==> config.mk <==
export PLATFORM = sky130hd
export DESIGN_NAME = sample_ram
export DESIGN_NICKNAME = d
export VERILOG_FILES = /design/src/logic/cnn_geom_pkg.sv /design/src/logic/sample_ram.sv
export SDC_FILE = /design/constraint.sdc
export NUM_CORES = 1
export LEC_CHECK = 0
export BUFFER_PORTS_ARGS = -buffer_cell sky130_fd_sc_hd__buf_2
export CAP_MARGIN = 10
export CORE_ASPECT_RATIO = 1.25
export CORE_MARGIN = 2
export CORE_UTILIZATION = 35
export CTS_CLUSTER_SIZE = 24
export DETAILED_ROUTE_END_ITERATION = 8
export HOLD_SLACK_MARGIN = 0.15
export PLACE_DENSITY_LB_ADDON = 0.3
export SYNTH_ARGS = -nofsm -noshare
export SYNTH_HDL_FRONTEND = slang
export SYNTH_SLANG_ARGS = --single-unit
export TNS_END_PERCENT = 100
==> constraint.sdc <==
create_clock -name clk -period 2.2 [get_ports clk]
set_input_delay 0 -clock clk [delete_from_list [all_inputs] [get_ports clk]]
set_output_delay 0 -clock clk [all_outputs]
set_load 0.01 [all_outputs]
==> src/logic/cnn_geom_pkg.sv <==
`default_nettype none

package cnn_geom_pkg;

    // datapath word and bus address widths
    localparam int DATA_W = 16;
    localparam int ADDR_W = 16;

    // square kernel, taps stored row-major
    localparam int KERNEL_DIM  = 3;
    localparam int KERNEL_TAPS = KERNEL_DIM * KERNEL_DIM;

    // wide enough for a tap index up to KERNEL_TAPS-1
    localparam int TAP_W = 4;

    // load bus and output stream word
    typedef logic signed [DATA_W-1:0] word_t;

    // image sample
    typedef logic signed [DATA_W-1:0] pixel_t;

    // kernel coefficient
    typedef logic signed [DATA_W-1:0] weight_t;

    typedef logic [ADDR_W-1:0] addr_t;

endpackage

`default_nettype wire

==> src/logic/sample_ram.sv <==
`timescale 1ns/1ps
`default_nettype none

module sample_ram #(
    parameter int  DEPTH     = 9,
    parameter type word_type = cnn_geom_pkg::word_t
) (
    input  logic                clk,
    input  logic                i_we,
    input  cnn_geom_pkg::addr_t i_addr,
    input  word_type            i_wdata,
    output word_type            o_rdata
);

    localparam int AW = (DEPTH > 1) ? $clog2(DEPTH) : 1;

    word_type      mem [DEPTH];
    logic [AW-1:0] idx;

    // upper address bits are not decoded
    assign idx = i_addr[AW-1:0];

    // registered read, old data on a same-cycle write
    always_ff @(posedge clk) begin
        if (i_we) begin
            mem[idx] <= i_wdata;
        end
        o_rdata <= mem[idx];
    end

endmodule

`default_nettype wire

## Word-level counts from Yosys, hierarchy flattened

Memories as Yosys holds them, arrays and structs flattened. A register that Yosys moved wholly into a read port is not among the register bits.
Cells that the tools add are included.

| word-level totals | value |
|---|---|
| bits in latches | 0 |
| word-level logic and storage cells | 3 |
| bits in read-only memories | 0 |
| bits in writable memories | 144 |
| memories | 1 |
| bits in registers | 0 |

| operators by class | value |
|---|---|
| divide/modulo/power cells | 0 |
| eq/ne operators | 0 |
| add/subtract/negate cells | 0 |
| multiply operators | 0 |
| bitwise gates (word level) | 0 |
| mux-type cells | 2 |
| reduce and logical (&&, ||, !) cells | 0 |
| shifts and indexed selects | 0 |
| $lt $le $gt $ge | 0 |

Memory list:

| memory | words | width | read ports | clocked after Yosys merged registers in | wr ports | RTL line | source |
|---|---|---|---|---|---|---|---|
| mem | 9 | 16 | 1 | 1 | 1 | sample_ram.sv:17 | `word_type mem [DEPTH];` |

Operators with widths:

| kind | number |
|---|---|
| 1-bit 2-to-1 mux | 2 |

## Depth between registers and ports, before layout

| depth | value |
|---|---|
| depth in word-level cells | 2 |
| depth in mapped cells | 5 |
| gate-level depth less buffers | 3 |

## Least setup slack after synthesis

OpenSTA, ideal clock, no wires.

| path | value |
|---|---|
| path type | input port to flip-flop |
| start point | input port i_addr[0] |
| end point | memory mem[8][0] (netlist bit), enable pin |
| library setup time | 0.430 ns |
| arrival time | 1.954 ns |
| cell stages on the path | 3 |
| path buffers | 2 |
| setup slack | -0.184 ns |
| cell sequence | buf_6 > buf_4 > nor4_1 |

RTL lines:

| element | RTL line | source |
|---|---|---|
| from (decl) | sample_ram.sv:10 | `input cnn_geom_pkg::addr_t i_addr,` |
| to (decl) | sample_ram.sv:17 |  |

No word-level cell before the write port.

## Final worst setup path

| path | value |
|---|---|
| start point | input port i_addr[2] |
| end point | memory mem[2][5] (netlist bit), enable pin |

No word-level cell before the write port.

==> results by group <==
Job
  – Max-cap viol count: 0

Global routing
  – Total GRT Usage: 13.91%
  – First-pass GRT wire length: 18310 um
  – Initial antenna violation count: 0
  – Largest net degree at the start of global routing: 38
  – Vias in the first global route: 3201
  – Total grt overflow: 0

Outcome
  – Outcome: finished, final reports clean

Die
  – IO Count: 50
  – Starting density of the core: 35.95%
  – Die W: 121.9 um
  – FP Rows: 53
  – Die area: 18440 sq um
  – Die Ht: 151.3 um
  – Total core area: 16910 sq um

Pwr
  – Post-layout power: 0.006932 W
  – Pint: 0.005588 W
  – Lkg Pwr: 2.600 nW
  – Peak supply drop: 0.0005635 V
  – Logic pwr share: 5.4%
  – Sw Share: 19.40%
  – Seq pwr share: 49.1%
  – Sw Pwr: 0.001345 W
  – Cell area power density: 938.1 nW/um^2
  – Clock Power Share: 45.5%

Synth
  – Post-Synthesis Cells: 326
  – Synthesized flop and latch total: 160
  – Warnings, synthesis: 0
  – Top FF cell, synth: edfxtp_1
  – Sequential share of the synthesized area: 76.41%
  – Fraction of registers with async set/reset: 0%
  – Post-Syn Area: 6078 sq um
  – Mapped Nets: 360
  – Area leader, netlist: edfxtp_1
  – Top-count cell post-synth: edfxtp_1
  – Synth unique cells: 23
  – Leading post-synthesis cells by cell area: edfxtp_1, mux2_2, dfxtp_1
  – Syn avg cell area: 18.65 sq um
  – Area fraction of the dominant cell type after synthesis: 71.14%
  – EDFF count, synth: 144
  – Commonest cells post-synth: edfxtp_1, mux2i_1, mux2_2, nand2_1

Layout
  – # diodes: 0
  – Area delta synth->final: 21.57%
  – Final net count: 436
  – Share of cells above drive strength 1: 33.01%
  – Fill count: 1485

Route
  – Via density per instance: 4.847
  – Number of remaining DRC errors: 0
  – DR vias: 3078
  – Routed WL: 11860 um
  – Final ANT Viol Nets: 0
  – Iter 0 DRT Violations: 277
  – WL/cell: 18.68 um
  – TritonRoute pass-1 iters: 4

Setup path
  – Worst reg2reg path depth: 3
  – Max incr delay on CP: 0.54 ns
  – Critical Path RT: 2.31 ns
  – Worst reg2reg endpoint: o_rdata[9]
  – CP startpoint kind: primary input
  – Element type at the critical path end: register
  – Crit path depth: 4
  – Crit path to: mem[2][5]
  – Crit Path Max Fanout: 11
  – CP cell instances: buf_2 -> or3b_2 -> nor2_1 -> buf_4
  – Crit path arrival time: 1.51 ns
  – Flop2flop setup slack: 1.12 ns
  – Critical-path top delay cell: or3b_2
  – Bufs and invs on worst path: 2
  – CP delay by family, top: simple AND/OR/NAND/NOR gates
  – CP startpoint: i_addr[2]
  – CP Class: primary input to register
  – FF-to-FF Start: mem[6][9]

Timing
  – Max Clock Freq: 710.7 MHz
  – RSZ-0062 raised after global routing: no
  – Final Max Tran Viols: 0
  – Min cycle time layout: 1.407 ns
  – Final hold vios: 0
  – Final Worst Setup Slack: 0.7930 ns
  – Slew HR: 43.46%
  – Worst-Margin Slew: 0.8460 ns
  – Period utilization: 63.96%
  – Setup tns final: 0 ns
  – Final setup vio count: 0
  – Final Skew: 0.003547 ns

Clock network
  – Clock-pin slew on the worst setup and hold paths: 0.06 ns
  – CTS max path bufs: 2
  – H-tree levels: 4
  – Postcts setup bufs: 0
  – Clock sinks: 160
  – Num CTS Buffers: 17
  – Hold_buf cts: 16
  – TritonCTS clock tree: done
  – Clock Tree Root: clkbuf_16
  – CTS resizes: 0
  – Clock Latency Late Sink: 0.41 ns

Place
  – Final GP Congestion: 0.7556
  – DP Wirelength: 7095 um
  – Setup Slack @ Placement: 0.3432 ns
  – Buffers on Ports: 37

Hold path
  – Hold Crit Depth: 4
  – Hold path start: i_addr[3]
  – Hold Path Class: primary input to register
[per-stage QoR]
| step | hold slack [ns] | instances | utilization, % | cell area (sq um) |
|---|---|---|---|---|
| floorplan | 0.09887 | 326 | - | 6085 |
| global placement | 0.2765 | 587 | 38.99 | 6594 |
| detailed placement | 0.2902 | 587 | 38.99 | 6594 |
| CTS | 0.1759 | 635 | 43.70 | 7390 |
| global route | 0.2126 | 635 | 43.70 | 7390 |
| finish | 0.1988 | 635 | 43.70 | 7390 |
[worst reg2reg max path: stages (launching register included)]
cell      delay (ns)
edfxtp_1        0.36
mux2_2          0.26
o22ai_1         0.20
o31ai_2         0.12
[layout make-up]
| class | count | area, sq um | area share [%] |
|---|---|---|---|
| flip-flops and latches | 160 | 4644 | 62.85 |
| multi-input cells | 149 | 1316 | 17.81 |
| repair buffers | 74 | 518.0 | 7.010 |
| clock buffers | 21 | 450.4 | 6.095 |
| well taps | 220 | 275.3 | 3.725 |
| clock inverters | 11 | 185.2 | 2.506 |
[registers in the layout (all words and copies together) (netlist names)]
name / cells
mem: 144
o_rdata: 16
[logic make-up (layout without fill, tap and decap cells)]
family,after synthesis,in the layout,synth area share [%]
flip-flops,160,160,76.41
AND/OR/NAND/NOR,37,37,2.800
AO/OA/AOI/OAI,48,48,7.246
multiplexers,64,64,11.20
buffers and inverters,17,106,2.347
[power groups by stage]
stage	combinational [W]	sequential (W)	clock (W)
2_1_floorplan	0.000207	0.00348	0
3_3_place_gp	0.000349	0.00347	0
3_5_place_dp	0.000357	0.00347	0
4_1_cts	0.000381	0.00341	0.00323
5_1_grt	0.000409	0.00341	0.00334
6_report	0.000373	0.00341	0.00315
[worst min-delay path by stage]
stage | end | slack [ns]
2_1_floorplan | mem[0][0] | 0.1
3_3_place_gp | mem[0][5] | 0.28
3_5_place_dp | mem[0][5] | 0.29
4_1_cts | mem[4][13] | 0.18
5_1_grt | mem[4][13] | 0.21
6_report | o_rdata[2] | 0.20
[cells in the final DEF (no fill, tap or decap)]
cell type	instances
clkbuf_1	3
nor3_2	2
nor2b_1	2
mux2_1	2
clkinvlp_4	1
clkbuf_8	1
mux2i_1	32
mux2_2	30
clkbuf_16	17
buf_12	1
dlygate4sd3_1	16
o22ai_1	16
nor2_1	6
buf_2	36
nand2_1	19
nand3b_1	1
inv_6	1
dfxtp_1	16
a22o_1	16
buf_4	21
clkinv_1	1
bufinv_16	5
edfxtp_1	144
nand2b_1	4
o31ai_2	16
nor4_4	1
nor2_2	1
clkinv_2	3
or3b_2	1
[per-layer routing]
layer | global-route usage (%) | part of all wire [%] | up-vias | wire [um]
met1 | 17.55 | 44 | 1550 | 5201
met3 | 3.389 | 4.6 | 18 | 551
met2 | 22.74 | 50 | 62 | 5880
met5 | 0 | 0 | - | 0
met4 | 6.149 | 1.9 | 0 | 230
li1 | - | - | 1448 | -
Note: power is estimated with default switching activity, not from simulation.
