[config.mk]
export PLATFORM = sky130hd
export DESIGN_NAME = weight_loader
export DESIGN_NICKNAME = d
export VERILOG_FILES = /design/src/logic/cnn_geom_pkg.sv /design/src/logic/weight_loader.sv
export SDC_FILE = /design/constraint.sdc
export NUM_CORES = 1
export LEC_CHECK = 0
export ABC_AREA = 1
export BUFFER_PORTS_ARGS = -buffer_cell sky130_fd_sc_hd__buf_2
export CAP_MARGIN = 0
export CORE_MARGIN = 10
export CORE_UTILIZATION = 44
export CTS_CLUSTER_SIZE = 10
export DETAILED_ROUTE_END_ITERATION = 7
export GPL_TIMING_DRIVEN = 0
export PLACE_DENSITY = 0.84
export SETUP_SLACK_MARGIN = 0.3
export SYNTH_ARGS = -nofsm -noshare
export SYNTH_HDL_FRONTEND = slang
export SYNTH_SLANG_ARGS = --single-unit
[constraint.sdc]
create_clock -name clk -period 3.3 [get_ports clk]
set_input_delay 0.66 -clock clk [delete_from_list [all_inputs] [get_ports clk]]
set_output_delay 0.66 -clock clk [all_outputs]
set_load 0.05 [all_outputs]
[src/logic/cnn_geom_pkg.sv]
`default_nettype none

package cnn_geom_pkg;

    // datapath word and bus address widths
    localparam int DATA_W = 16;
    localparam int ADDR_W = 16;

    // square kernel, taps stored row-major
    localparam int KERNEL_DIM  = 3;
    localparam int KERNEL_TAPS = KERNEL_DIM * KERNEL_DIM;

    // wide enough for a tap index up to KERNEL_TAPS-1
    localparam int TAP_W = 4;

    // load bus and output stream word
    typedef logic signed [DATA_W-1:0] word_t;

    // image sample
    typedef logic signed [DATA_W-1:0] pixel_t;

    // kernel coefficient
    typedef logic signed [DATA_W-1:0] weight_t;

    typedef logic [ADDR_W-1:0] addr_t;

endpackage

`default_nettype wire

[src/logic/weight_loader.sv]
`timescale 1ns/1ps
`default_nettype none

module weight_loader #(
    parameter int NUM_FILTERS = 6
) (
    input  logic                    clk,
    input  logic                    reset_n,
    input  cnn_geom_pkg::word_t     i_data,
    input  cnn_geom_pkg::addr_t     i_addr,
    input  logic                    i_we,
    input  logic                    i_img_input,
    input  logic                    i_conv_weight,
    input  logic                    i_clear,
    output logic                    o_img_we,
    output cnn_geom_pkg::addr_t     o_img_addr,
    output cnn_geom_pkg::pixel_t    o_img_data,
    output logic [NUM_FILTERS-1:0]  o_w_we,
    output cnn_geom_pkg::addr_t     o_w_tap,
    output cnn_geom_pkg::weight_t   o_w_data
);

    import cnn_geom_pkg::*;

    localparam int FW = $clog2(NUM_FILTERS + 1);

    logic [FW-1:0]    filt_cnt;
    logic [TAP_W-1:0] tap_cnt;
    logic             w_take;

    // image mode owns the bus, address taken as given
    assign o_img_we   = i_img_input & i_we;
    assign o_img_addr = i_addr;
    assign o_img_data = pixel_t'(i_data);

    // weight mode, bus address ignored, writes past the last filter dropped
    assign w_take = !i_img_input && i_conv_weight && i_we && (filt_cnt < FW'(NUM_FILTERS));

    always_ff @(posedge clk or negedge reset_n) begin
        if (!reset_n) begin
            filt_cnt <= '0;
            tap_cnt  <= '0;
        end else if (i_clear) begin
            filt_cnt <= '0;
            tap_cnt  <= '0;
        end else if (w_take) begin
            if (tap_cnt == TAP_W'(KERNEL_TAPS - 1)) begin
                tap_cnt  <= '0;
                filt_cnt <= filt_cnt + 1'b1;
            end else begin
                tap_cnt <= tap_cnt + 1'b1;
            end
        end
    end

    // one strobe per kernel memory, a cycle behind the bus
    always_ff @(posedge clk or negedge reset_n) begin
        if (!reset_n) begin
            o_w_we <= '0;
        end else begin
            o_w_we <= '0;
            if (w_take) begin
                o_w_we[filt_cnt] <= 1'b1;
            end
        end
    end

    always_ff @(posedge clk) begin
        if (w_take) begin
            o_w_tap  <= addr_t'(tap_cnt);
            o_w_data <= weight_t'(i_data);
        end
    end

endmodule

`default_nettype wire

Word level (Yosys, flattened, before mapping). Index checks and enable logic that the tools add are counted.

Bits in registers: 33. Bits in latches: 0. Memory bits (writable): 0. ROM bits: 0. Input port bits: 38. Output and inout port bits: 71. Logic and storage cells: 29. Memories: 0.

Add/subtract/negate cells: 2. Multipliers: 0. Divide/modulo/power cells: 0. $lt $le $gt $ge: 3. Equal/unequal tests: 1. Shifts and indexed selects: 0. Muxes and demuxes: 9. Bitwise operators: 1. Reductions and logical operators: 8.

Operator list (number): $mux W4 (3); $mux W3 (3); $mux W6 (1); $add A4 B1 Y4 const B (1); $eq A4 B4 Y1 const B (1); $logic_and A1 B1 Y1 (4); $lt A3 B4 Y1 const B (1); $reduce_bool A2 Y1 (2); $add A3 B1 Y3 const B (1); $demux W1 S3 (1); $ge A3 B1 Y1 const B (1); $lt A3 B3 Y1 const B (1); $reduce_and A2 Y1 (1); $and A1 B1 Y1 (1); $logic_not A1 Y1 (1); $mux W1 (1).

Longest topological paths before layout.
Depth in word-level cells: 6. Gate-level depth with buffers: 7. Depth with buffers taken out: 7.

Least setup slack after synthesis. OpenSTA, ideal clock, no wires.

Path kind: input -> output. Start: in i_we. End: out o_img_we. Arrival: 1.000 ns. Required time: 2.640 ns. Setup slack: 1.640 ns. Stages: 2. Path buffers: 0. Cell sequence: nand2_1 -> inv_1.

Cells in the longest elaborated chain, start to end: 1.

Ends and longest elaborated chain: start: declaration (line weight_loader.sv:11) `input logic i_we,`; $and A1 B1 Y1 (line weight_loader.sv:32) `assign o_img_we = i_img_input & i_we;`; end: declaration (line weight_loader.sv:15) `output logic o_img_we,`.

Every way passes these cells.

Final worst setup path. Ends and elaborated chain as after synthesis.

==> impl_results.md <==
* Vias in the first global route at 1289
* CTS root buf: clkbuf_4
* Area Growth Syn to Fin at 34.6%
* Initial antenna violation count at 0
* Hold_ws at 0.203 ns
* Pin count of the biggest net entering global routing at 27
* Port Buffer Count at 80
* Final period util at 53.3%
* Row count at 21
* Unrepaired setup endpoints after global routing: no
* Fmax at 569 MHz
* Status: finished, final reports clean
* Drt initial violations at 36
* Routed vias/inst at 4.22
* Final setup fails at 0
* Syn Area/Cell at 11.0 sq um
* Initial DRT Pass Iterations at 4
* Skew-Pair Late Insertion Delay at 0.33 ns
* Max VDD drop at 0.000163 V
* WL/cell at 13.4 um
* Final setup margin at 1.54 ns
* Total gr overflow at 0
* Worst slack at placement at 1.38 ns
* ANT cells at 0
* Kind of critical path: in2out
* Hold_buf cts at 0
* Post-synth EDFFs at 20
* Synth Instances at 144
* Layout net count at 283
* Final Slew Violations at 0
* Maximum fanout along the worst path at 3
* Slew margin rel. at 55.3%
* Hold Fails Final Rpt at 0
* Hold Crit Class: in2async
* Clk slew on worst S/H paths at 0.09 ns
* Core area at 0.00342 sq mm
* Post CTS Setup Buffer Count at 0
* CTS tree: yes
* Tightest Pin Transition at 0.668 ns
* Post-route minimum period at 1.76 ns
* GP Congestion at 0.808
* Post-detail-place hpwl at 3320 um
* Routed wire length at 3880 um
* Number of fill cells at 273
* Routed via count at 1221
* Yosys cell types at 17
* Power per cell area at 433 mW/mm^2
* Die X at 80.1 um
* CTS sink count at 33
* Post-cts resize count at 0
* Synth warnings at 0
* H-tree depth at 2
* Antenna-violating nets left at 0
* Crit path arrival time at 1.10 ns
* Sequential fraction of the synthesis area at 58.3%
* FF+latch count, synth at 33
* Max clock buf depth at 2
* Final Util at 62.6%
* CP startpoint kind: primary input
* Final Cell Area at 0.00214 sq mm
* Ys async rst share at 39.4%
* Total CTS buffers at 5
* Die height at 80.1 um
* Max_cap viols at 0
* Die ar. at 0.00642 sq mm
* IO Count at 109
* Share of cells above drive strength 1 at 56.0%
* # DRC at 0
* Most used DFF post-synth: edfxtp_1
* Final setup TNS at 0 ns
* Lkg Pwr at 1.18 nW
* Synth Cell Area at 0.00159 sq mm
* Critical Path Sink Type: output pin
* Initial Util at 46.5%
* Setup Skew at 0.00314 ns
* Area after DPL at 0.00209 sq mm
* CP required at 2.64 ns
* Global-route wire length before repair at 5730 um
* Total Routing Usage GR at 11.5%
[cell families after synthesis]
logic type               Yosys count  share of synthesized area, %
AO/OA/AOI/OAI                      2                         0.630
XOR/XNOR                           1                         0.551
adder cells (fa/ha/maj)            3                          2.36
buffers and inverters             58                          24.1
flip-flops                        33                          58.3
other                              1                         0.236
AND/OR/NAND/NOR                   46                          13.9
[metrics by stage]
step / std cells / power, mW
6_report: 289 / 0.927
2_1_floorplan: 155 / 0.676
5_1_grt: 289 / 0.974
4_1_cts: 289 / 0.935
3_5_place_dp: 281 / 0.732
3_3_place_gp: 281 / 0.727
[layout by cell type (no fill, tap or decap), drive strengths merged]
| master | n |
|---|---|
| clkbuf | 6 |
| xor2 | 1 |
| nand2 | 25 |
| ha | 3 |
| o21ai | 2 |
| conb | 12 |
| buf | 124 |
| dfrtp | 13 |
| nor2 | 8 |
| nor3 | 3 |
| nand3 | 5 |
| inv | 14 |
| nand4 | 5 |
| clkinv | 2 |
| edfxtp | 20 |
[worst max-delay path, cell delays in order]
cell	delay, ns
buf_2	0.10
nand2_1	0.05
inv_1	0.04
buf_2	0.25
[layer usage]
| layer | part of all wire (%) | wire [um] | GRT usage, % |
|---|---|---|---|
| met1 | 36 | 1380 | 10.7 |
| met2 | 44 | 1690 | 17.8 |
| met3 | 19 | 742 | 9.13 |
| met4 | 1.7 | 65 | 5.99 |
| met5 | 0 | 0 | 0 |
[layout make-up]
cell class | instances | area, sq um | share of cell area, %
buffer | 44 | 330 | 15.4
clock buffer | 6 | 41.3 | 1.93
clock inverter | 2 | 10.0 | 0.468
inverter | 14 | 52.6 | 2.46
multi-input combinational | 64 | 322 | 15.0
sequential | 33 | 926 | 43.3
tap | 46 | 57.6 | 2.69
timing repair buffer | 80 | 400 | 18.7
[final timing paths]
kind | to | start | slack [ns] | cells past startpoint
worst max-delay path | o_img_we | i_we | 1.54 | 4
worst min-delay path | filt_cnt[0]$_DFFE_PN0P_ | reset_n | 0.20 | 1
worst max register to register | o_w_we[4]$_DFF_PN0_ | filt_cnt[2]$_DFFE_PN0P_ | 1.72 | 5
worst min register to register | filt_cnt[0]$_DFFE_PN0P_ | filt_cnt[0]$_DFFE_PN0P_ | 0.52 | 2
max in group asynchronous | tap_cnt[1]$_DFFE_PN0P_ | reset_n | 2.87 | 1
min in group clk | o_w_data[11]$_DFFE_PP_ | i_data[11] | 0.52 | 1
[cell usage after synthesis, types with 2 or more instances]
cell type	number	area, sq um
buf_4	44	330
dfrtp_1	13	325
edfxtp_1	20	601
ha_1	3	37.5
inv_1	14	52.6
nand2_1	22	82.6
nand2_2	2	12.5
nand3_1	4	20.0
nand4_1	5	31.3
nor2_1	7	26.3
nor3_1	3	15.0
o21ai_0	2	10.0
[state kept, by name (all words and copies together) (netlist names)]
| name | flops |
|---|---|
| filt_cnt | 3 |
| o_w_data | 16 |
| o_w_we | 6 |
| tap_cnt | 4 |
| o_w_tap | 4 |
[power by group]
part	switching (mW)	total [mW]	internal (mW)
Combinational	0.191	0.260	0.0694
Sequential	0.00636	0.461	0.454
Clock	0.125	0.206	0.0809
(Power assumes the default switching activity.)
