File: src/logic/cnn_ctrl_pkg.sv
`default_nettype none

package cnn_ctrl_pkg;

    // engine phases
    // run issues tap addresses, finish waits for the last vector,
    // hold keeps the engine parked until start is released
    typedef enum logic [1:0] {
        ENG_IDLE   = 2'd0,
        ENG_RUN    = 2'd1,
        ENG_FINISH = 2'd2,
        ENG_HOLD   = 2'd3
    } engine_state_e;

    // ping-pong result store
    localparam int BANK_SLOTS = 2;

endpackage

`default_nettype wire

File: src/logic/cnn_geom_pkg.sv
`default_nettype none

package cnn_geom_pkg;

    // datapath word and bus address widths
    localparam int DATA_W = 16;
    localparam int ADDR_W = 16;

    // square kernel, taps stored row-major
    localparam int KERNEL_DIM  = 3;
    localparam int KERNEL_TAPS = KERNEL_DIM * KERNEL_DIM;

    // wide enough for a tap index up to KERNEL_TAPS-1
    localparam int TAP_W = 4;

    // load bus and output stream word
    typedef logic signed [DATA_W-1:0] word_t;

    // image sample
    typedef logic signed [DATA_W-1:0] pixel_t;

    // kernel coefficient
    typedef logic signed [DATA_W-1:0] weight_t;

    typedef logic [ADDR_W-1:0] addr_t;

endpackage

`default_nettype wire

File: src/logic/result_bank.sv
`timescale 1ns/1ps
`default_nettype none

module result_bank #(
    parameter int NUM_FILTERS = 6
) (
    input  logic                clk,
    input  logic                reset_n,
    input  logic                i_wr,
    input  cnn_geom_pkg::addr_t i_pixel_idx,
    input  cnn_geom_pkg::word_t i_sums [NUM_FILTERS],
    input  logic                i_release,
    output logic                o_valid,
    output cnn_geom_pkg::addr_t o_pixel_idx,
    output cnn_geom_pkg::word_t o_sums [NUM_FILTERS]
);

    import cnn_geom_pkg::*;
    import cnn_ctrl_pkg::*;

    localparam int PW = (BANK_SLOTS > 1) ? $clog2(BANK_SLOTS) : 1;

    logic [BANK_SLOTS-1:0] full;
    logic [PW-1:0]         wr_ptr;
    logic [PW-1:0]         rd_ptr;
    addr_t                 slot_pix  [BANK_SLOTS];
    word_t                 slot_sums [BANK_SLOTS][NUM_FILTERS];

    function automatic logic [PW-1:0] next_ptr(input logic [PW-1:0] p);
        return (p == PW'(BANK_SLOTS - 1)) ? '0 : p + 1'b1;
    endfunction

    always_ff @(posedge clk or negedge reset_n) begin
        if (!reset_n) begin
            full   <= '0;
            wr_ptr <= '0;
            rd_ptr <= '0;
        end else begin
            if (i_release) begin
                full[rd_ptr] <= 1'b0;
                rd_ptr       <= next_ptr(rd_ptr);
            end
            if (i_wr) begin
                full[wr_ptr] <= 1'b1;
                wr_ptr       <= next_ptr(wr_ptr);
            end
        end
    end

    always_ff @(posedge clk) begin
        if (i_wr) begin
            slot_pix[wr_ptr]  <= i_pixel_idx;
            slot_sums[wr_ptr] <= i_sums;
        end
    end

    // oldest full slot
    assign o_valid     = full[rd_ptr];
    assign o_pixel_idx = slot_pix[rd_ptr];
    assign o_sums      = slot_sums[rd_ptr];

endmodule

`default_nettype wire

File: config.mk
export PLATFORM = sky130hd
export DESIGN_NAME = result_bank
export DESIGN_NICKNAME = d
export VERILOG_FILES = /design/src/logic/cnn_ctrl_pkg.sv /design/src/logic/cnn_geom_pkg.sv /design/src/logic/result_bank.sv
export SDC_FILE = /design/constraint.sdc
export NUM_CORES = 1
export LEC_CHECK = 0
export BUFFER_PORTS_ARGS = -buffer_cell sky130_fd_sc_hd__buf_4
export CAP_MARGIN = 30
export CORE_ASPECT_RATIO = 2
export CORE_UTILIZATION = 45
export CTS_CLUSTER_SIZE = 40
export DETAILED_ROUTE_END_ITERATION = 12
export PLACE_DENSITY = 0.78
export SYNTH_ARGS = -nofsm -noshare
export SYNTH_HDL_FRONTEND = slang
export SYNTH_SLANG_ARGS = --single-unit
File: constraint.sdc
create_clock -name clk -period 7.18 [get_ports clk]
set_clock_uncertainty 0.05 [all_clocks]
set_input_delay 1.077 -clock clk [delete_from_list [all_inputs] [get_ports clk]]
set_output_delay 1.077 -clock clk [all_outputs]
set_load 0.02 [all_outputs]
* Word level (Yosys, flattened, before mapping)
Memories as Yosys holds them, arrays and structs flattened.
Index checks and enable logic that the tools add are counted.
** Operators by class
- Reductions and logical operators :: 2
- Bitwise logic cells :: 3
- Add/sub/neg operators :: 2
- Magnitude comparators :: 4
- Multiplexer cells :: 12
** Operators with widths (number)
- 1-bit 2-to-1 mux :: 8
- 1-bit by 2-bit < comparator with 1-bit output (second input constant) :: 2
- 2-bit 2-to-1 mux :: 2
- 1-bit adder (second input constant) :: 2
- 2-bit AND :: 1
- 1-bit demux with 1-bit select :: 2
- 1-bit greater-or-equal comparator (second input constant) :: 2
- 1-bit logical AND :: 2
- 2-bit NOT :: 1
- 2-bit OR :: 1
** Storage, ports and cells
- Bits in writable memories :: 224
- Input port bits :: 116
- Output and inout port bits :: 113
- Memories :: 2
- Word-level logic and storage cells :: 28
- Bits in registers :: 4
** Memory list
- slot_sums :: depth 2, width 96, read ports 1, clocked after Yosys merged registers in 0, wr ports 1, RTL line result_bank.sv:27 : word_t slot_sums [BANK_SLOTS][NUM_FILTERS];
- slot_pix :: depth 2, width 16, read ports 1, clocked after Yosys merged registers in 0, wr ports 1, RTL line result_bank.sv:26 : addr_t slot_pix [BANK_SLOTS];

* Longest topological paths before layout
- Depth in word-level cells :: 9
- Depth in mapped cells :: 4
- Gate-level depth less buffers :: 2

* Worst setup path before layout
No wires, ideal clock.
- Path type :: input to register
- From :: input i_wr
- To :: memory slot_pix[0][0] in the netlist's numbering (enable)
- Slack :: 0.557 ns
- Required time :: 6.531 ns
- Data arrival time :: 5.974 ns
- Buffers on the path :: 0
- Stages :: 1
- Setup time :: 0.599 ns
- Path through :: nor2b_1
** Between the ends
- Cells in the longest elaborated chain, start to end :: 2
** RTL lines
- start: declaration :: RTL line result_bank.sv:9 : input logic i_wr,
- 1-bit 2-to-1 mux :: RTL line result_bank.sv:51 : if (i_wr) begin
- 1-bit 2-to-1 mux (implied by the code) :: RTL line result_bank.sv:52 : slot_pix[wr_ptr] <= i_pixel_idx;
- end: declaration :: RTL line result_bank.sv:26
Every way passes these cells.

==> results.cfg <==
[sta]
slew_viol_final = 0
slew_headroom_pct = 40.0
tightest_slew_ns = 0.899
finalSetupTns_ns = 0
period_share_pct = 56.7
fmax_mhz = 246
hold_ws_ns = 0.322
layout_min_cycle_time_ns = 4.07
grt_setup_unrepaired = no
setup_viol = 0
hold_violations = 0

[power]
p_sw_mw = 1.35
total_power_mw = 4.38
pwr-share-clk_pct = 21.8
powerDensity_nw_per_um2 = 401
p_int_mw = 3.03
leakage_nw = 4.21
ir_worst_vdd_uv = 243
pwr-share-comb_pct = 34.7
sw_frac_of_total_pct = 30.9
pwr-share-seq_pct = 43.5

[logic_synthesis]
synth_edf_count = 224
synth_commonest_cells = edfxtp_1 (224), mux2_2 (73), mux2_4 (40)
async_flop_share_pct = 1.75
synth_ff_type = edfxtp_1
syn_area_per_cell_um2 = 23.2
ys_ff_latch = 228
synth_top_area_cell = edfxtp_1
netlist_area_um2 = 8410
synth.net_count = 478
yosys_warnings = 0
yosysSeqAreaShare_pct = 81.2
synth_cell_types = 12
synth_top_cells_by_area = edfxtp_1 (80%), mux2_2 (9.8%), mux2_4 (7.1%)
synthCells = 362
synth_top_area_share_pct = 80.0
yosysMostFrequentCell = edfxtp_1

[drt]
drt_first_iter_violations = 139
drcViolationCount = 0
dr_total_vias = 4222
routed_via_density = 5.07
wl_per_cell_um = 20.1
met2_length_um = 9410
drt.antenna.violating_nets = 0
drt_pass1_iterations = 4
met3WireLength_um = 1070
top_layer_used = met4
wl_um = 16700
wl_met1_um = 5080

[critical_path]
critPathKind = flip-flop to output port
slowest_delay_ns = 1.03
path_cells = buf_4 > mux2_2 > buf_4
cp_data_required_time_ns = 6.05
crit_path_frequent_cell = buf_4
reg2reg_depth = 2
cp_slowest_cell = dfrtp_4
end_kind = output port
reg2reg_to = slot_sums[0][26]$_DFFE_PP_
path_max_fanout = 62
r2r_slack_ns = 4.89
arrival_ns = 2.95
r2r-start = wr_ptr$_DFFE_PN0P_
startpoint_type = flip-flop

[run_status]
status = complete, no violations

[floorplan]
die_x_um = 98.7
row_count = 70
die_y_um = 195
core-area_um2 = 18300
ios = 229
die_area_um2 = 19300
start_util_pct = 45.9

[final_layout]
stdcell_area_um2 = 10900
multi_input_area_um2 = 1490
regArea_um2 = 6830
drive_gt1_share_pct = 61.0
area_growth_syn_to_layout_pct = 30.0
fillers = 1353
fin_nets = 719

[grt]
grt_pass1_wl_um = 24200
grt_pass1_vias = 4724
track_usage_pct = 17.0
grt_max_degree = 80
antenna_found_initial = 0
gr-total-overflow = 0

[clocking]
cts_buffers = 19
cts_root_buf = clkbuf_16
post_cts_buffers = 0
clockBufferDepth = 3
clk_latency_ns = 0.49
cts_num_sinks = 228
path_clk_slew_ns = 0.07
cts_tree = done
htreeDepth = 1
ctsResizeCount = 0
cts-hold-fix-buffers = 0

[placed_design]
hpwl_um = 11600
place_area_um2 = 10300
port_buffers = 228
place.gp.congestion = 0.783

[job]
maxCapViolCount = 0

[worst_hold_path]
hold_path.class = input pin to asynchronous set/reset pin
==> flip-flops by register name (all words and copies together), names as in the netlist <==
register	cells
slot_sums	192
full	2
slot_pix	32
rd_ptr	1
wr_ptr	1
==> per-stage QoR <==
| stage | util, % | setup slack [ns] | cells |
|---|---|---|---|
| floorplan | - | 0.557 | 362 |
| global placement | 56.4 | 3.68 | 797 |
| detailed placement | 56.4 | 3.60 | 797 |
| CTS | 59.5 | 3.07 | 830 |
| global route | 59.7 | 2.99 | 831 |
| finish | 59.7 | 3.11 | 832 |
==> worst max-delay path by stage <==
stage / end / cells after the start / start
final: o_sums[88] / 3 / rd_ptr$_DFFE_PN0P_
after floorplan: slot_pix[0][0]$_DFFE_PP_ / 1 / i_wr
after global placement: o_sums[85] / 3 / rd_ptr$_DFFE_PN0P_
after global routing: o_pixel_idx[7] / 3 / rd_ptr$_DFFE_PN0P_
after detailed placement: o_sums[88] / 3 / rd_ptr$_DFFE_PN0P_
after CTS: o_sums[88] / 3 / rd_ptr$_DFFE_PN0P_
==> cell families after synthesis <==
kind of cell | Yosys count | share of synthesized area (%)
AOI/OAI and AO/OA | 2 | 0.179
muxes | 113 | 16.9
xor gates and xnor gates | 2 | 0.208
buffers and inverters | 13 | 1.22
DFF | 228 | 81.2
and+or+nand+nor | 4 | 0.268
==> metal layers <==
metal | up-vias | track usage [%]
met5 | - | 0
li1 | 1926 | -
met1 | 2056 | 14.8
met2 | 181 | 32.8
met4 | 0 | 12.0
met3 | 59 | 4.08
==> worst max-delay path: cells and delay by family, from the launching register on <==
kind | cells | cell delay (ns)
mux | 1 | 0.42
buf+inv | 2 | 0.93
flops | 1 | 1.03
==> power by group through the flow <==
| stage | registers [mW] | clock network (mW) | logic, mW |
|---|---|---|---|
| 6_report | 1.91 | 0.956 | 1.52 |
| 5_1_grt | 1.93 | 1.02 | 1.59 |
| 4_1_cts | 1.92 | 0.982 | 1.53 |
| 3_5_place_dp | 1.94 | 0 | 1.52 |
| 3_3_place_gp | 1.93 | 0 | 1.50 |
| 2_1_floorplan | 1.87 | 0 | 1.04 |
==> layout by cell type (no fill, tap or decap) <==
cell type / instances
clkinv_2: 2
dfrtp_4: 1
clkbuf_16: 19
nand2_1: 1
edfxtp_1: 224
mux2_4: 40
buf_16: 1
clkbuf_1: 3
a21o_1: 2
clkinv_1: 4
and2_4: 1
clkbuf_8: 3
xor2_1: 2
inv_6: 2
diode_2: 1
nor2b_4: 1
buf_4: 232
dfrtp_1: 3
nand2b_1: 1
mux2_2: 73
==> layout make-up <==
class                           instances  area share (%)
Timing Repair Buffer                  233            16.2
Clock inverter                          8           0.389
Tap cell                              216            2.47
Sequential cell                       228            62.5
Multi-Input combinational cell        121            13.6
Clock buffer                           25            4.83
Antenna cell                            1          0.0229
Note: power is estimated with default switching activity, not from simulation.
