--- config.mk ---
export PLATFORM = sky130hd
export DESIGN_NAME = conv_engine
export DESIGN_NICKNAME = d
export VERILOG_FILES = /design/src/logic/cnn_ctrl_pkg.sv /design/src/logic/cnn_geom_pkg.sv /design/src/logic/conv_engine.sv
export SDC_FILE = /design/constraint.sdc
export NUM_CORES = 2
export LEC_CHECK = 0
export BUFFER_PORTS_ARGS = -buffer_cell sky130_fd_sc_hd__buf_2
export CAP_MARGIN = 10
export CORE_MARGIN = 8
export CORE_UTILIZATION = 40
export CTS_BUF_LIST = sky130_fd_sc_hd__clkbuf_4
export DETAILED_ROUTE_END_ITERATION = 16
export GPL_TIMING_DRIVEN = 0
export PLACE_DENSITY = 0.65
export SLEW_MARGIN = 5
export SYNTH_ARGS = -nofsm -noshare
export SYNTH_HDL_FRONTEND = slang
export SYNTH_SLANG_ARGS = --single-unit
--- constraint.sdc ---
create_clock -name clk -period 6.05 [get_ports clk]
set_input_delay 1.21 -clock clk [delete_from_list [all_inputs] [get_ports clk]]
set_output_delay 1.21 -clock clk [all_outputs]
set_load 0.01 [all_outputs]
--- src/logic/cnn_ctrl_pkg.sv ---
`default_nettype none

package cnn_ctrl_pkg;

    // engine phases
    // run issues tap addresses, finish waits for the last vector,
    // hold keeps the engine parked until start is released
    typedef enum logic [1:0] {
        ENG_IDLE   = 2'd0,
        ENG_RUN    = 2'd1,
        ENG_FINISH = 2'd2,
        ENG_HOLD   = 2'd3
    } engine_state_e;

    // ping-pong result store
    localparam int BANK_SLOTS = 2;

endpackage

`default_nettype wire

--- src/logic/cnn_geom_pkg.sv ---
`default_nettype none

package cnn_geom_pkg;

    // datapath word and bus address widths
    localparam int DATA_W = 16;
    localparam int ADDR_W = 16;

    // square kernel, taps stored row-major
    localparam int KERNEL_DIM  = 3;
    localparam int KERNEL_TAPS = KERNEL_DIM * KERNEL_DIM;

    // wide enough for a tap index up to KERNEL_TAPS-1
    localparam int TAP_W = 4;

    // load bus and output stream word
    typedef logic signed [DATA_W-1:0] word_t;

    // image sample
    typedef logic signed [DATA_W-1:0] pixel_t;

    // kernel coefficient
    typedef logic signed [DATA_W-1:0] weight_t;

    typedef logic [ADDR_W-1:0] addr_t;

endpackage

`default_nettype wire

--- src/logic/conv_engine.sv ---
`timescale 1ns/1ps
`default_nettype none

module conv_engine #(
    parameter int IMG_SIZE    = 18,
    parameter int NUM_FILTERS = 6
) (
    input  logic                  clk,
    input  logic                  reset_n,
    input  logic                  i_start,
    input  cnn_geom_pkg::pixel_t  i_pixel,
    input  cnn_geom_pkg::weight_t i_weights [NUM_FILTERS],
    output cnn_geom_pkg::addr_t   o_img_raddr,
    output cnn_geom_pkg::addr_t   o_tap,
    output logic                  o_wr,
    output cnn_geom_pkg::addr_t   o_pixel_idx,
    output cnn_geom_pkg::word_t   o_sums [NUM_FILTERS]
);

    import cnn_geom_pkg::*;
    import cnn_ctrl_pkg::*;

    localparam int OUT_SIZE = IMG_SIZE - KERNEL_DIM + 1;
    localparam int NUM_PIX  = OUT_SIZE * OUT_SIZE;

    engine_state_e    state;
    addr_t            row;
    addr_t            col;
    addr_t            pix;
    addr_t            acc_pix;
    logic [TAP_W-1:0] tap;
    logic [TAP_W-1:0] tap_r;
    logic [TAP_W-1:0] tap_c;
    logic             issue;
    logic             last_tap;
    logic             last_pix;
    logic             acc_v;
    logic             acc_first;
    logic             acc_last;

    assign issue    = (state == ENG_RUN);
    assign last_tap = (tap == TAP_W'(KERNEL_TAPS - 1));
    assign last_pix = (pix == addr_t'(NUM_PIX - 1));

    // window origin plus tap offset
    assign o_img_raddr = addr_t'((row + tap_r) * IMG_SIZE + col + tap_c);
    assign o_tap       = addr_t'(tap);

    always_ff @(posedge clk or negedge reset_n) begin
        if (!reset_n) begin
            state <= ENG_IDLE;
            row   <= '0;
            col   <= '0;
            pix   <= '0;
            tap   <= '0;
            tap_r <= '0;
            tap_c <= '0;
        end else if (!i_start) begin
            state <= ENG_IDLE;
            row   <= '0;
            col   <= '0;
            pix   <= '0;
            tap   <= '0;
            tap_r <= '0;
            tap_c <= '0;
        end else begin
            case (state)
                ENG_IDLE: state <= ENG_RUN;
                ENG_RUN: begin
                    if (last_tap) begin
                        tap   <= '0;
                        tap_r <= '0;
                        tap_c <= '0;
                        if (last_pix) begin
                            state <= ENG_FINISH;
                        end else begin
                            pix <= pix + 1'b1;
                            if (col == addr_t'(OUT_SIZE - 1)) begin
                                col <= '0;
                                row <= row + 1'b1;
                            end else begin
                                col <= col + 1'b1;
                            end
                        end
                    end else begin
                        tap <= tap + 1'b1;
                        if (tap_c == TAP_W'(KERNEL_DIM - 1)) begin
                            tap_c <= '0;
                            tap_r <= tap_r + 1'b1;
                        end else begin
                            tap_c <= tap_c + 1'b1;
                        end
                    end
                end
                // last vector leaves two cycles after its last address
                ENG_FINISH: if (o_wr) state <= ENG_HOLD;
                default: state <= ENG_HOLD;
            endcase
        end
    end

    // tap flags follow the memory read latency
    always_ff @(posedge clk or negedge reset_n) begin
        if (!reset_n) begin
            acc_v     <= 1'b0;
            acc_first <= 1'b0;
            acc_last  <= 1'b0;
            o_wr      <= 1'b0;
        end else begin
            acc_v     <= issue;
            acc_first <= issue && (tap == '0);
            acc_last  <= issue && last_tap;
            o_wr      <= acc_last;
        end
    end

    // 16-bit wraparound accumulate, one lane per filter
    always_ff @(posedge clk) begin
        if (issue && last_tap) begin
            acc_pix <= pix;
        end
        if (acc_last) begin
            o_pixel_idx <= acc_pix;
        end
        if (acc_v) begin
            for (int f = 0; f < NUM_FILTERS; f++) begin
                o_sums[f] <= (acc_first ? word_t'(0) : o_sums[f])
                             + word_t'(i_pixel * i_weights[f]);
            end
        end
    end

endmodule

`default_nettype wire

# After elaboration in Yosys (flattened, before gate mapping)
# Cells that the tools add are included.
# totals
register_bits,194
latchBits,0
ramBits,0
mem_bits_ro,0
inputBits,115
word_cells,99
memories,0
# classes
addsub,15
n_mul,7
div_mod_pow,0
order_cmp,0
n_eq_ne,14
n_shift,0
n_mux,36
bitwise_logic,0
reduce_logical,8
# ops
cell,n
2-to-1 mux 16 bit,20
adder 16 bit,7
multiplier 16 x 16 -> 16 bit,6
adder 16 x 1 -> 16 bit (second input constant),3
2-to-1 mux 4 bit,11
adder 16 x 4 -> 17 bit,1
multiplier 17 x 4 -> 15 bit (second input constant),1
adder 16 x 4 -> 16 bit,1
== test 16 x 4 -> 1 bit (second input constant),1
== test 16 x 8 -> 1 bit (second input constant),1
adder 4 x 1 -> 4 bit (second input constant),3
2-to-1 mux 2 bit,4
inequality test 2 x 1 -> 1 bit (second input constant),3
inequality test 3 x 2 -> 1 bit (second input constant),2
one-hot mux 2 bit (3 select lines),1
AND reduction 3 bit,2
== test 4 x 2 -> 1 bit (second input constant),1
== test 4 bit (second input constant),1
zero test 4 bit,1
AND reduction 4 bit,1
inequality test 3 x 1 -> 1 bit (second input constant),1
inequality test 3 bit (second input constant),1
== test 2 x 1 -> 1 bit (second input constant),1
== test 2 bit (second input constant),1
other kinds (4),5

# Logic depth before layout (Yosys ltp)
# logic_depth
depth_word,6
mapped_depth,23

# Worst setup path before layout
# No wires, ideal clock.
# synth_path
kind,input-to-reg
startpoint,in i_pixel[10]
endpoint,"reg o_sums[46] in the netlist's numbering, data pin"
setup_time_ns,0.162
arrival_time_ns,6.468
required_time_ns,5.888
path_slack_ns,-0.580
stages,19
n_path_buf,2
path_cell_list,clkbuf_1 clkbuf_1 nand2_1 fa_1 fa_1 inv_1 fa_1 inv_1 fa_1 inv_1 fa_1 inv_1 fa_1 inv_1 ha_1 a21oi_1 or3b_2 a2111o_1 o2111ai_1
# synth_via
elab_chain_cells,2
# synth_lines
item,line_no,source
"start, declared",conv_engine.sv:11,"input cnn_geom_pkg::pixel_t i_pixel,"
multiplier 16 x 16 -> 16 bit,conv_engine.sv:128,+ word_t'(i_pixel * i_weights[f]);
adder 16 bit,conv_engine.sv:128,
"end signal, assigned by index",conv_engine.sv:127,o_sums[f] <= (acc_first ? word_t'(0) : o_sums[f])
"end, declared",conv_engine.sv:17,output cnn_geom_pkg::word_t o_sums [NUM_FILTERS]
# Every way passes these cells.
# A chain may end at the register's enable or synchronous reset.

# Worst setup path in the final report
# layout_path
startpoint,reg row[1]
endpoint,out o_img_raddr[15]
# layout_via
elab_chain_cells,4
# layout_lines
item,line_no,source
"start, declared",conv_engine.sv:27,addr_t row;
"start signal, assigned",conv_engine.sv:80,row <= row + 1'b1;
adder 16 x 4 -> 17 bit,conv_engine.sv:46,assign o_img_raddr = addr_t'((row + tap_r) * IMG_SIZE + col + tap_c);
multiplier 17 x 4 -> 15 bit,conv_engine.sv:46,
adder 16 bit,conv_engine.sv:46,
adder 16 x 4 -> 16 bit,conv_engine.sv:46,
"end, declared",conv_engine.sv:13,"output cnn_geom_pkg::addr_t o_img_raddr,"
# Every way passes these cells.

==> reports/metrics.cfg <==
[status]
outcome = finished with violations
violations = negative setup slack

[yosys]
netlist_area_sq_um = 37600
ys.warnings.count = 0
synth_area_per_cell_sq_um = 9.10
synth_compound_area_frac = 0.0401
synthAdderAreaFrac = 0.451
yosys.area_share.simple = 0.171
ys_ff_latch = 193
synthMuxAreaShare = 0.000266
ys_seq_area_frac = 0.145
synth_top_family_by_area = adder cells
ys.flop_type = edfxtp_1
ys_types = 64
async_flop_share = 0.337
synth_cells = 4135
synthXorXnorAreaFrac = 0.0745
synth-edff-count = 128

[setup_path]
slowest_stage = dfrtp_2
criticalPathCategory = register to output port
max_stage_delay_ns = 0.49
startpoint_type = register
arrival_ns = 5.61
reg2regPathDepth = 21
cp_common_cell = ha_4
cp.buffers_inverters = 2
r2r-end = o_sums[31]
required_ns = 4.84
r2r-start = acc_first
cp_max_fo = 5
end_kind = output port
r2r_setup_slack_ns = 0.25
crit_family = adder cells
worstPathCellList = buf_6 -> fa_2 -> a21o_1 -> a21oi_4 -> xnor2_2 -> ha_4 -> ha_4 -> fa_2 -> a21o_1 -> a211oi_2 -> nor2_2 -> nor2_1 -> xnor2_2 -> ha_1 -> ha_4 -> o21a_1 -> o21ai_0 -> nand2_1 -> a31oi_2 -> xnor2_1 -> buf_2

[clock_tree]
path_clk_slew_ns = 0.21
cts_tree = yes
cts-hold-fix-buffers = 0
worstSkewPairLatency_ns = 0.87
numCtsBuffers = 17
cts_buffer_depth = 2
cts_root_buffer = clkbuf_4
cts.sinks = 193
cts.htree.levels = 4

[placement]
placed_cells = 5634
dpl_cell_area_sq_um = 40800
io_buffers = 231
post-place-ws_ns = -1.84
routabilityCongestion = 0.965
dp_hpwl_um = 95900

[detailed_routing]
wl_per_cell_um = 20.7
dr.pass1.iters = 7
vias = 28800
drc = 0
drt_iter0_markers = 2202
detail_route.wirelength_um = 119000
routed_via_density = 5.04
ant_nets = 0

[timing]
tightest_slew_ns = 1.34
period_minus_slack_ns = 6.82
finalCritPeriodShare = 1.13
setup_viol = 8
setup_ws_ns = -0.770
drv_slew = 0
fin_skew_ns = 0.0679
setup_tns_ns = -3.55
slew_headroom = 0.110
finalHoldViolCount = 0
max_clock_freq_mhz = 147
rsz0062_at_grt = yes

[pwr]
total_power_mw = 24.8
ir_drop_v = 0.000523
power_density_nw_per_um2 = 587
p_leak_nw = 21.2

[global_route]
gr-total-overflow = 0
grt_max_degree = 65
antenna_found_initial = 43
grt_usage = 0.230
grt_pass1_wl_um = 179000
grt_pass1_vias = 29700

[job]
drv_cap = 0

[die]
row_count = 112
core_sq_um = 93300
die_w_um = 323
ios = 260
die_area_sq_um = 104000
start_util = 0.403
die_h_um = 323

[finish]
fillers = 9158
finalNetCount = 5551
area_delta_synth_final_pct = 12.4
design_area_sq_um = 42300
drive_gt1_frac = 0.117
stdcell_count = 5721

[min_path]
hp-class = input port to async pin

## synth_stat cells, types with 7 or more instances
library cell,n,area [sq um]
ha_1,453,5670
inv_1,1002,3760
or3_1,13,81.3
fa_1,564,11300
a21oi_1,51,255
xor2_1,67,587
a21o_1,31,233
dfrtp_1,65,1630
nor2b_1,113,707
nor2_1,55,206
nor3_1,17,85.1
xnor2_1,253,2220
nand3_1,31,155
nand4_1,23,144
nor4_1,7,43.8
edfxtp_1,128,3840
or4_1,9,67.6
a21boi_0,12,90.1
and2_1,491,3070
a31oi_1,11,68.8
o21ai_0,65,325
clkbuf_1,150,563
buf_4,12,90.1
nand2_1,389,1460
nand2b_1,17,106
and3_1,18,113
o21a_1,11,82.6
## final cells by class
cell class / count / area (sq um) / share of cell area
clock buffer: 17 / 128 / 0.00302
inverter: 1002 / 3760 / 0.0889
clock inverter: 15 / 245 / 0.00580
sequential: 193 / 5480 / 0.130
multi-input combinational: 2786 / 28600 / 0.676
timing repair buffer: 264 / 1470 / 0.0346
buffer: 155 / 990 / 0.0234
tap: 1254 / 1570 / 0.0371
antenna: 35 / 87.6 / 0.00207
## what timing repair did
action | CTS | global route
setup endpoints to repair | 30 | 26
setup buffers | 16 | 14
pin swaps | 37 | 46
gates resized for setup | 104 | 150
## layout by cell type (no fill, tap or decap), types with 32 or more instances in the layout
master,n
inv_1,997
diode_2,35
and2_1,485
buf_4,50
xnor2_1,244
ha_1,422
buf_2,234
nor2b_1,111
clkbuf_2,32
a21oi_1,35
o21ai_0,59
clkbuf_4,36
fa_1,558
clkbuf_1,58
dfrtp_1,60
xor2_1,63
nor2_1,54
edfxtp_1,128
nand2_1,388
## worst max-delay path by stage
| stage | from | slack, ns | cells after the start | end |
|---|---|---|---|---|
| final | row[1] | -0.77 | 21 | o_img_raddr[15] |
| after floorplan | i_pixel[5] | -0.15 | 20 | o_sums[46] |
| after global placement | i_pixel[12] | -1.84 | 17 | o_sums[79] |
| after detailed placement | i_pixel[12] | -1.84 | 17 | o_sums[79] |
| after global routing | row[0] | -1.05 | 24 | o_img_raddr[15] |
| after CTS | row[0] | -0.85 | 20 | o_img_raddr[15] |
## through the flow
step	hold WS, ns	utilization
after floorplan	0.400	-
final	0.144	0.453
after global routing	0.0916	0.453
after global placement	0.403	0.437
after CTS	0.0557	0.447
after detailed placement	0.405	0.438
## kinds of logic after synthesis
kind of cell | count (synthesis)
adders and majority gates | 1017
and+or+nand+nor | 1203
muxes | 1
other | 1
DFF | 193
xor gates and xnor gates | 320
buffers and inverters | 1167
AOI/OAI and AO/OA | 233
## per-layer routing
layer | wire [um] | global-route usage
met1 | 46300 | 0.293
met2 | 54000 | 0.367
met3 | 13700 | 0.0709
met4 | 4450 | 0.0827
met5 | 120 | 0
## registers in the layout (all words and copies together) (netlist names), 2 cells and up
signal       flops
acc_pix         16
col             16
o_pixel_idx     16
o_sums          96
pix             16
row             15
state            2
tap              4
tap_c            4
tap_r            4
## where the power goes
| part | leakage [nW] | switching [mW] | internal, mW |
|---|---|---|---|
| logic | 18.8 | 11.4 | 9.45 |
| registers | 2.12 | 0.242 | 2.79 |
| clock network | 0.191 | 0.729 | 0.238 |
| total | 21.2 | 12.4 | 12.5 |
Note: power is estimated with default switching activity, not from simulation.
